### config.mk
export PLATFORM = sky130hd
export DESIGN_NAME = response_collect
export DESIGN_NICKNAME = d
export VERILOG_FILES = /design/src/rtl/mem_access_pkg.sv /design/src/rtl/response_collect.sv
export SDC_FILE = /design/constraint.sdc
export NUM_CORES = 1
export LEC_CHECK = 0
export ABC_AREA = 1
export BUFFER_PORTS_ARGS = -buffer_cell sky130_fd_sc_hd__buf_2
export CAP_MARGIN = 20
export CORE_ASPECT_RATIO = 1.4
export CORE_MARGIN = 4
export CORE_UTILIZATION = 65
export CTS_BUF_LIST = sky130_fd_sc_hd__clkbuf_4 sky130_fd_sc_hd__clkbuf_8
export DETAILED_ROUTE_END_ITERATION = 7
export GPL_TIMING_DRIVEN = 0
export PLACE_DENSITY = 0.89
export SLEW_MARGIN = 20
export SYNTH_ARGS = -nofsm -noshare
export SYNTH_HDL_FRONTEND = slang
export SYNTH_SLANG_ARGS = --single-unit
### constraint.sdc
create_clock -name clk -period 4.95 [get_ports clk]
set_input_delay 0.495 -clock clk [delete_from_list [all_inputs] [get_ports clk]]
set_output_delay 0.495 -clock clk [all_outputs]
set_load 0.02 [all_outputs]
### src/rtl/mem_access_pkg.sv
`default_nettype none

package mem_access_pkg;
	typedef logic [19:0] page_t;
	typedef logic [13:0] table_index_t; // Low page bits
	typedef logic [5:0] tag_t;          // High page bits
	typedef logic [13:0] frame_t;
	typedef logic [8:0] node_t;
	typedef logic [11:0] var_t;
	typedef logic [25:0] mem_addr_t;
	typedef logic [15:0] mem_word_t;
	typedef logic [1:0] channel_t;
	typedef logic [95:0] result_t;      // Word k in bits 16k+15..16k
	typedef logic [3:0] burst_t;
	typedef logic [31:0] cfg_data_t;

	typedef enum logic [1:0] {
		fetch_node,
		fetch_simple_node,
		get_var,
		write_node_next
	} req_type_t;

	// Host register map
	localparam logic [1:0] cfg_select_page = 2'd0;
	localparam logic [1:0] cfg_entry_info = 2'd1;

	// Burst shapes of the node accesses
	localparam burst_t node_words = 4'd6;
	localparam burst_t simple_words = 4'd4;
	localparam mem_addr_t simple_offset = 26'd2;
	localparam burst_t write_words = 4'd2;

	// Entry-info word layout
	localparam int entry_var_valid_bit = 0;
	localparam int entry_frame_valid_bit = 1;
	localparam int entry_var_lsb = 4;
	localparam int entry_frame_lsb = 16;
endpackage

`default_nettype wire

### src/rtl/response_collect.sv
`timescale 1ns/1ps
`default_nettype none

module response_collect #(
	parameter int pending_depth_bits = 3
) (
	input logic clk,
	input logic reset,
	input logic pend_valid,
	input mem_access_pkg::channel_t pend_channel,
	input mem_access_pkg::burst_t pend_words,
	input logic pend_is_var,
	input mem_access_pkg::var_t pend_var,
	input mem_access_pkg::mem_word_t mem_readdata,
	input logic mem_readdatavalid,
	input logic result_ready,
	output logic pend_ready,
	output logic result_valid,
	output mem_access_pkg::result_t result_data,
	output mem_access_pkg::channel_t result_channel
);
	localparam int depth = 2 ** pending_depth_bits;

	mem_access_pkg::channel_t fifo_channel [depth];
	mem_access_pkg::burst_t fifo_words [depth];
	logic fifo_is_var [depth];
	mem_access_pkg::var_t fifo_var [depth];
	logic [pending_depth_bits:0] wr_ptr_q;
	logic [pending_depth_bits:0] rd_ptr_q;
	logic [pending_depth_bits-1:0] wr_index;
	logic [pending_depth_bits-1:0] rd_index;
	logic empty;
	logic push;
	logic head_is_var;
	mem_access_pkg::burst_t count_q;
	mem_access_pkg::mem_word_t skid_q;
	mem_access_pkg::mem_word_t word;
	logic skid_valid_q;
	logic word_valid;
	logic word_last;
	logic word_take;
	mem_access_pkg::result_t data_q;
	mem_access_pkg::result_t assembled;

	assign wr_index = wr_ptr_q[pending_depth_bits-1:0];
	assign rd_index = rd_ptr_q[pending_depth_bits-1:0];
	assign empty = wr_ptr_q == rd_ptr_q;
	assign pend_ready = !(wr_index == rd_index
		&& wr_ptr_q[pending_depth_bits] != rd_ptr_q[pending_depth_bits]);
	assign push = pend_valid && pend_ready;

	assign head_is_var = fifo_is_var[rd_index];
	assign result_channel = fifo_channel[rd_index];

	// Skid word goes first, it is older than the bus word
	assign word_valid = skid_valid_q || mem_readdatavalid;
	assign word = skid_valid_q ? skid_q : mem_readdata;
	assign word_last = count_q == fifo_words[rd_index] - 1'b1;
	assign word_take = word_valid && !empty && !head_is_var && (!word_last || result_ready);

	always_comb
	begin
		assembled = data_q;
		assembled[count_q*16 +: 16] = word;
	end

	assign result_valid = !empty && (head_is_var || (word_valid && word_last));
	assign result_data = head_is_var ? mem_access_pkg::result_t'(fifo_var[rd_index]) : assembled;

	always_ff @(posedge clk)
	begin
		if (push)
		begin
			fifo_channel[wr_index] <= pend_channel;
			fifo_words[wr_index] <= pend_words;
			fifo_is_var[wr_index] <= pend_is_var;
			fifo_var[wr_index] <= pend_var;
		end
		if (mem_readdatavalid && (skid_valid_q || !word_take))
			skid_q <= mem_readdata;
	end

	always_ff @(posedge clk)
	begin
		if (reset)
		begin
			wr_ptr_q <= '0;
			rd_ptr_q <= '0;
			count_q <= '0;
			skid_valid_q <= 1'b0;
			data_q <= '0; // Unused upper words read as zero
		end
		else
		begin
			if (push)
				wr_ptr_q <= wr_ptr_q + 1'b1;
			if (result_valid && result_ready)
				rd_ptr_q <= rd_ptr_q + 1'b1;
			skid_valid_q <= skid_valid_q ? (!word_take || mem_readdatavalid)
				: (mem_readdatavalid && !word_take);
			if (word_take && word_last)
			begin
				count_q <= '0;
				data_q <= '0;
			end
			else if (word_take)
			begin
				count_q <= count_q + 1'b1;
				data_q <= assembled;
			end
		end
	end
endmodule

`default_nettype wire

==> results of run 1 <==
-- how the worst max path moves through the flow --
stage / slack, ps / depth (start not counted) / endpoint
floorplan: 1740 / 11 / result_data[10]
global placement: 940 / 12 / result_data[2]
detailed placement: 860 / 12 / result_data[7]
CTS: 260 / 12 / result_data[2]
global route: 70 / 12 / result_data[7]
finish: 250 / 12 / result_data[11]
-- state kept, by name, summed over array words and instances (netlist names), named ones only --
name          flops
fifo_channel     16
fifo_is_var       8
skid_valid_q      1
data_q           96
rd_ptr_q          4
count_q           4
fifo_var         96
fifo_words       32
wr_ptr_q          4
skid_q           16
-- cell type report --
type                       instances  area (sq um)
buffer                           101         535.5
multi-input combinational       1057          5010
inverter                         156         589.3
fill                            1375          4641
timing repair buffer             138         696.9
clock buffer                      69         843.3
tap                              252         315.3
sequential                       280          7287
clock inverter                    13         155.1
-- cells in the final DEF, fill, tap and decap left out, types with 6 or more instances in the layout --
master      n
nand2_1   351
nor2_1    280
buf_2     171
edfxtp_1  168
inv_1     149
o21ai_0   120
dfxtp_1   112
a21oi_1    63
clkbuf_8   52
clkbuf_1   39
nand3_1    39
o22ai_1    26
nor3_1     22
nand2_2    22
a21oi_2    22
clkbuf_4   17
a31oi_1    16
mux2_2     16
o21a_1     16
nand4_1    14
buf_1      12
o21ai_1    12
xor2_1      8
nor2_4      8
buf_6       6
inv_2       6
ha_1        6
clkinv_2    6
-- power breakdown --
part | switching [mW] | internal (mW) | total (mW)
sequential | 0.0428 | 2.59 | 2.63
combinational | 0.947 | 0.377 | 1.32
clock | 0.941 | 1.25 | 2.19
-- metal layers --
layer / global-route usage / vias to the layer above
met5: 0 / -
li1: - / 5577
met2: 0.5774 / 697
met4: 0.2215 / 0
met1: 0.3625 / 5479
met3: 0.06444 / 177
-- cells by family (layout without fill, tap and decap cells) --
logic type / after synthesis / in the layout / share of synthesized area
compound gates: 277 / 277 / 0.1175
xor+xnor: 11 / 11 / 0.007210
fa+ha+maj: 6 / 6 / 0.005618
buf+inv: 257 / 477 / 0.08389
flops: 280 / 280 / 0.5453
mux: 16 / 16 / 0.01348
simple gates: 747 / 747 / 0.2270
-- per-stage QoR --
stage	utilization	instance area, sq um	total power, mW	std cells
after floorplan	-	13360	3.541	1594
after global placement	0.7156	14360	3.920	1983
after detailed placement	0.7189	14430	3.963	1984
after CTS	0.7686	15430	6.119	2066
after global routing	0.7688	15430	6.378	2066
final	0.7688	15430	6.146	2066
-- repair_timing --
| action | in CTS | in global routing |
|---|---|---|
| gates resized for setup | 0 | 1 |
| endpoints found under the setup margin | 0 | 3 |
| hold buffers | 0 | 0 |
-- critical path: stages, from the launching register on --
cell	delay, ps
dfxtp_1	340
buf_2	250
clkinvlp_4	290
clkbuf_1	340
ha_1	400
clkbuf_1	280
nor3_2	350
nand3_1	260
clkbuf_1	270
o21ai_0	320
nor2_1	120
a31oi_1	210
buf_2	200
==> impl_results.md, run 1 <==
* Status: finished clean
* Highest metal used: met4
* Pre-CTS setup slack at roughly 860 ps
* Antenna Cells at 0
* WL met2 at ~19 mm
* Clock Latency Late Sink at about 580 ps
* Clock transition at the registers of the reported paths at roughly 70 ps
* Row count at between 60 and 70
* FF-to-FF Start: count_q[0]
* Tmin final at 4695 ps
* Worst-path fanout max at 10
* Initial Util at 0.6657
* WS Path Type: reg -> out
* Top-count cell post-synth: nand2_1
* GRT Util Overall at 0.3319
* FMAX at 0.2130 GHz
* DR WL/cell at about 19 um
* GP Congestion at just under 1
* Tcrit/Tclk final at 0.9486
* Top-area cell type share of the netlist area at 0.3775
* CTS root buf: clkbuf_8
* Commonest cells post-synth: nand2_1, nor2_1, edfxtp_1
* Via Count at between 10000 and 15000
* Hold WS at roughly 120 ps
* CTS tree: built
* Reg2reg path depth at 11
* Drt pass-1 iters at 6
* Top cells by area, synth: edfxtp_1, dfxtp_1, nand2_1
* Port Buffer Count at between 100 and 150
* First-pass GRT wire length at roughly 59 mm
* Post-Syn Area per Cell at roughly 8.4 sq um
* Sequential share of the synthesized area at 0.5453
* Gate Count Post-Synth at 1594
* Number of synthesized flops with an enable pin at approximately 170
* Worst Path Required at roughly 4500 ps
* TritonCTS Buffers at 44
* Tightest Pin Transition at around 800 ps
* Final Hold Fails at 0
* Post-CTS Setup Bufs at 0
* Largest net degree at the start of global routing at 22
* Leading area contributor after synthesis: edfxtp_1
* Congestion Overflow GR at 0
* Routed wire length at ~38 mm
* Top FF cell, synth: edfxtp_1
* CP arrival at between 4000 and 5000 ps
* Max-Slew Margin vs Limit at 0.4627
* Asr flop ratio synth at 0
* Hold_sp: mem_readdata[7]
* Leak pwr at 6.645 nW
* VDD IR-drop max at about 0.00034 V
* Area Overhead vs Synth at 15.49%
* Worst Hold Depth at 1
* Worst hold path class: in -> reg
* Final Skew at between 30 and 40 ps
* Seq cells post-synth at 280
* Startpoint Class: flip-flop
* Final routed DRC violation total at 0
* Synthesized area at 13360 sq um
* DR vias/cell at a little under 6
* DIE AREA at roughly 23000 sq um
* Post-route met1 wirelength at 13.05 mm
* R2R Path End: data_q[11]
* Vias in the first global route at about 12000
* CTS HTree Levels at 2
* Syn_nets at 1640
* Final setup viols at 0
* Core Footprint at 20070 sq um
* Worst Setup SP: count_q[0]
* Yosys warning count at 0
* Sum Neg Setup Slack at 0 ps
* Pwr Density at 398.2 nW/um^2
* Clk sink count at 280
* Hold Path End: skid_q[7]
* HPWL after DPL at roughly 26 mm
* Initial DRC Count at between 1000 and 1500
* Max-slew violations at 0
* Final worst slack at roughly 250 ps
* Final Net Count at 1824
* Chip Height at ~180 um
* Worst R2R Setup Slack at around 1500 ps
* Worst setup EP type: output port
* Initial antenna violation count at 0
* RSZ-0062 raised after global routing: false
* Max_cap viols at 0
* Ports at 140
* Maximum clock insertion buffer count at 3
* Layout cells sized above 1 at 0.1957
* Met3 routed WL at 3.326 mm
* Die W at ~130 um
* Final ANT Viol Nets at 0
* Unique masters post-synth at 38
No activity file was read; power rests on OpenSTA's default activity.
==> run 2: changes to the inputs <==
--- a/config.mk
+++ b/config.mk
@@ -8,7 +8,7 @@
 export ABC_AREA = 1
 export BUFFER_PORTS_ARGS = -buffer_cell sky130_fd_sc_hd__buf_2
 export CAP_MARGIN = 20
-export CORE_ASPECT_RATIO = 1.4
+export CORE_ASPECT_RATIO = 0.75
 export CORE_MARGIN = 4
 export CORE_UTILIZATION = 65
 export CTS_BUF_LIST = sky130_fd_sc_hd__clkbuf_4 sky130_fd_sc_hd__clkbuf_8
==> run 2 against run 1 <==
Effect of this change: the run now ends with design-rule violations left; utilization decreased by 0.96 points; combinational power barely moved; hold slack better by 12 ps; routed wire length increased by 0.57%; global-route usage decreased by 0.93 points; sequential power about the same; final cell count hardly changed; largest cell class unchanged; largest power group unchanged.
==> impl_results.md, run 2 (synthesized netlist as in run 1, its figures left out) <==
* Status: complete, but fails checks
* Failing checks: design-rule violations
* Worst Path Required at approximately 4500 ps
* Clock transition at the registers of the reported paths at about 70 ps
* GRT Util Overall at 0.3226
* TritonCTS Buffers at 42
* Startpoint Class: flip-flop
* Tcrit/Tclk final at 0.9514
* Final routed DRC violation total at 12
* Worst-path fanout max at 10
* VDD IR-drop max at about 0.00020 V
* Max incr delay on CP at between 300 and 400 ps
* CP arrival at ~4200 ps
* Via Count at roughly 12000
* GP Congestion at about 0.96
* Worst-path cell chain: buf_2 > clkinvlp_4 > clkbuf_1 > ha_1 > clkbuf_1 > nor3_4 > nand3_1 > clkbuf_1 > o21ai_0 > nor2_1 > a31oi_1 > buf_2
* WS Path Type: reg -> out
* Max-Slew Margin vs Limit at 0.4497
* Area Overhead vs Synth at 14.84%
* Chip Height at approximately 130 um
* Final ANT Viol Nets at 0
* Final setup viols at 0
* RSZ-0062 raised after global routing: false
* Maximum clock insertion buffer count at 3
* Congestion Overflow GR at 0
* Worst setup EP type: output port
* CTS tree: built
* # resized after CTS at 0
* Routed wire length at 38.49 mm
* Die W at about 170 um
* Drt pass-1 iters at 8
* Regs by FF count: data_q x96, fifo_var x96, fifo_words x32
* Leak pwr at around 6.6 nW
* FMAX at about 0.21 GHz
* CTS HTree Levels at 2
* HPWL after DPL at around 26 mm
* Top cell by count, worst path: clkbuf_1
* Clock Latency Late Sink at between 500 and 600 ps
* First-pass GRT wire length at 59.14 mm
* Post-CTS Setup Bufs at 0
* CTS root buf: clkbuf_8
* Sum Neg Setup Slack at 0 ps
* DR WL/cell at between 15 and 20 um
* Vias in the first global route at ~11000
* Slowest CP cell: ha_1
* Buf/Inv on CP at 6
* Hold-fix buffers, CTS at 0
* Layout cells sized above 1 at 0.1913
* Row count at 45
* Initial Util at 0.6611
* Post-layout util at 0.7592
* Max-slew violations at 0
* Tightest Pin Transition at 823.4 ps
* Max_cap viols at 0
* Core Footprint at between 20000 and 25000 sq um
* Tmin final at roughly 4700 ps
* Clk sink count at 280
* Final Skew at slightly above 20 ps
* DIE AREA at approximately 23000 sq um
* Hold WS at 128.6 ps
* Final Hold Fails at 0
* Final Net Count at about 1800
* CP top delay family: buffers and inverters
* Initial antenna violation count at 0
* Ports at between 100 and 150
* Port Buffer Count at around 140
* Most frequent cells in the layout: nand2_1, nor2_1, buf_2, edfxtp_1, inv_1
* DR vias/cell at around 6
* Initial DRC Count at around 2000
* Tot Pwr at 5.976 mW
* Pwr Density at 389.4 nW/um^2
* Largest net degree at the start of global routing at 22
* Antenna Cells at 0
* Most common cell after layout, fill and taps aside: nand2_1
* Worst hold path class: in -> reg
run 2: changes by cell type in the layout (fill, tap and decap cells not counted), sizes merged:
cell / delta
inv: -2
bufinv: -2
clkinv: +1
clkbuf: -2
clkinvlp: -2
buf: +2
run 2: cell type report:
class	count	area, sq um
timing repair buffer	140	723.2
multi-input combinational	1057	5006
clock inverter	8	60.06
tap	258	322.8
clock buffer	67	822.0
inverter	156	589.3
sequential	280	7287
buffer	101	535.5
fill	1330	4867
run 2: metal layers:
layer	vias to the layer above	GRT usage	wire (um)
met1	5687	0.4612	14520
li1	5563	-	-
met4	0	0.1165	1210
met2	987	0.4781	16890
met3	127	0.08744	5872
met5	-	0	0
run 2: where the power goes:
| part | internal, mW | leakage (nW) | total (mW) | switching, mW |
|---|---|---|---|---|
| clock network | 1.10 | 0.472 | 2.00 | 0.897 |
| logic | 0.379 | 3.69 | 1.35 | 0.971 |
| registers | 2.58 | 2.45 | 2.63 | 0.0431 |
run 2: stage by stage:
step	instance area (sq um)	worst slack [ps]	instances
after floorplan	13360	1741	1594
after global placement	14370	1078	1989
after detailed placement	14450	975.3	1992
after CTS	15340	293.2	2067
after global routing	15350	58.64	2067
final	15350	240.7	2067
run 2: final timing paths:
check / startpoint / end / slack [ps] / cells past startpoint
setup / recovery: count_q[0] / result_data[7] / 240 / 12
setup reg to reg: count_q[0] / data_q[15] / 1500 / 11
hold reg to reg: data_q[76] / data_q[76] / 460 / 2
hold / removal: mem_readdata[15] / skid_q[15] / 130 / 1
==> run 3: changes to the inputs <==
--- a/config.mk
+++ b/config.mk
@@ -13,8 +13,7 @@
 export CORE_UTILIZATION = 65
 export CTS_BUF_LIST = sky130_fd_sc_hd__clkbuf_4 sky130_fd_sc_hd__clkbuf_8
 export DETAILED_ROUTE_END_ITERATION = 7
-export GPL_TIMING_DRIVEN = 0
-export PLACE_DENSITY = 0.89
+export PLACE_DENSITY = 0.91
 export SLEW_MARGIN = 20
 export SYNTH_ARGS = -nofsm -noshare
 export SYNTH_HDL_FRONTEND = slang
==> run 3 against run 2 <==
Effect of this change: the flow now finishes without violations; clock power shrank 10%; via count fell by 5.7%; die area stayed put; design area shrank 3.3%; clock skew increased by 17 ps; non-clock buffer count shrank 78; global-route usage decreased by 2.5 points; fmax is 3.0% higher; clock-buffer cell count decreased by 9; critical path depth fell by 3; critical path type unchanged; critical endpoint is now result_data[37]; largest cell class unchanged.
==> impl_results.md, run 3 (synthesized netlist as in run 1, its figures left out) <==
* Reg2reg path depth at 18
* CTS root buf: clkbuf_8
* HPWL after DPL at ~22 mm
* Max_cap viols at 0
* Maximum clock insertion buffer count at 3
* Clk pwr share at 0.318
* Fillers at about 1400
* Placed Area at ~14000 sq um
* Final Hold Fails at 0
* Die W at approximately 170 um
* DR vias/cell at between 5 and 6
* Worst Setup SP: count_q[0]
* GRT Util Overall at 0.2973
* Final worst slack at 378.2 ps
* Layout cells sized above 1 at 0.1774
* Sum Neg Setup Slack at 0 ps
* # resized after CTS at 0
* Max-slew violations at 0
* Final Net Count at ~1700
* Ports at 140
* Final routed DRC violation total at 0
* Area Overhead vs Synth at 11.04%
* Worst hold path class: in -> reg
* Routed wire length at 34.79 mm
* Post-CTS Setup Bufs at 0
* Pre-CTS setup slack at ~1100 ps
* Comb power frac at 0.213
* GP Congestion at 0.8822
* Clk sink count at 280
* Regs by FF count: data_q x96, fifo_var x96, fifo_words x32
* Startpoint Class: flip-flop
* CTS HTree Levels at 2
* Tot Pwr at between 5 and 6 mW
* Via Count at about 12000
* Congestion Overflow GR at 0
* Clock Latency Late Sink at approximately 570 ps
* Initial antenna violation count at 2
* Top cell by count, worst path: inv_1
* Pwr Density at about 380 nW/um^2
* Row count at 45
* Tightest Pin Transition at about 980 ps
* Reg power frac at 0.469
* Critical Path End: result_data[37]
* Worst Path Required at about 4500 ps
* Final setup viols at 0
* R2R Path End: data_q[60]
* VDD IR-drop max at around 0.00020 V
* FMAX at ~0.22 GHz
* Chip Height at 132.2 um
* Max-Slew Margin vs Limit at 0.3418
* Max incr delay on CP at ~790 ps
* Initial Util at 0.6611
* Most common cell after layout, fill and taps aside: nand2_1
* First-pass GRT wire length at about 55 mm
* Most frequent cells in the layout: nand2_1, nor2_1, edfxtp_1, inv_1, buf_2
* Largest net degree at the start of global routing at 74
* Slowest CP cell: ha_1
* Worst-path fanout max at 31
* Worst R2R Setup Slack at 1060 ps
* Antenna Cells at 0
* NetSw at between 1.5 and 2 mW
* Port Buffer Count at 139
* Drt pass-1 iters at 6
* Status: finished clean
* Core Footprint at 20210 sq um
* Worst setup EP type: output port
* Initial DRC Count at ~1700
* Final ANT Viol Nets at 0
* Tcrit/Tclk final at 0.9236
* Worst-path cell chain: clkinv_1 > ha_1 > inv_1 > nor3_1 > nand2_1 > inv_1 > nand4_1 > a21oi_1 > buf_2
* TritonCTS Buffers at 42
* Design area at 14840 sq um
* CTS tree: built
* Final Skew at 36.70 ps
* Leak pwr at between 6 and 7 nW
* Register area at about 7300 sq um
* Tmin final at about 4600 ps
* Vias in the first global route at roughly 11000
* Clock transition at the registers of the reported paths at 60 ps
* WS Path Type: reg -> out
* DIE AREA at approximately 23000 sq um
* Int Pwr at 3.831 mW
* Switching Fraction at 0.3212
* Hold-fix buffers, CTS at 0
* CP arrival at between 4000 and 5000 ps
* Multi-input logic area at around 5000 sq um
* DR WL/cell at ~17 um
* RSZ-0062 raised after global routing: false
==> run 3: cell count changes in the layout (fill, tap and decap cells not counted), sizes merged <==
cell      delta
bufinv       -1
clkbuf      -49
inv          +1
clkinvlp     +1
clkinv       +8
buf         -38
==> run 3: metrics by stage <==
step	instances	util	hold slack [ps]
6_report	1989	0.7341	129.6
5_1_grt	1989	0.7341	108.8
4_1_cts	1989	0.7340	103.0
3_5_place_dp	1914	0.6955	457.0
3_3_place_gp	1914	0.6955	451.1
2_1_floorplan	1594	-	443.4
==> run 3: worst min-delay path by stage <==
stage                     start          to  slack [ps]  depth (start not counted)
6_report        mem_readdata[8]   skid_q[8]         130                          1
3_3_place_gp         data_q[74]  data_q[74]         450                          2
2_1_floorplan        data_q[37]  data_q[37]         440                          2
4_1_cts         mem_readdata[8]   skid_q[8]         100                          1
3_5_place_dp         data_q[74]  data_q[74]         460                          2
5_1_grt        mem_readdata[11]  skid_q[11]         110                          1
==> run 3: critical path: cells and delay by family (launching register included) <==
family,cells,cell delay (ps)
fa+ha+maj,1,790
flops,1,550
compound gates,1,300
simple gates,3,670
buf+inv,4,1210
==> run 3: metal layers <==
metal | routed length, um | vias to the layer above | part of all wire | track usage
met4 | 1180 | 4 | 0.034 | 0.1103
met5 | 27 | - | 0.00078 | 0
met1 | 14080 | 5419 | 0.40 | 0.4288
li1 | - | 5402 | - | -
met3 | 3923 | 111 | 0.11 | 0.05763
met2 | 15580 | 725 | 0.45 | 0.4520
==> run 3: layout make-up <==
type | count | area share
Clock buffer | 58 | 0.04705
Multi-Input combinational cell | 1057 | 0.3354
Clock inverter | 17 | 0.005312
Tap cell | 258 | 0.02176
Sequential cell | 280 | 0.4912
Timing Repair Buffer | 163 | 0.05987
Inverter | 156 | 0.03946
==> run 3: power groups by stage <==
stage                     registers, mW  logic, mW  clock network [mW]
final                              2.64       1.20                1.80
after CTS                          2.64       1.18                1.81
after global placement             2.68       1.13                   0
after floorplan                    2.66      0.877                   0
after detailed placement           2.69       1.17                   0
after global routing               2.65       1.31                1.92
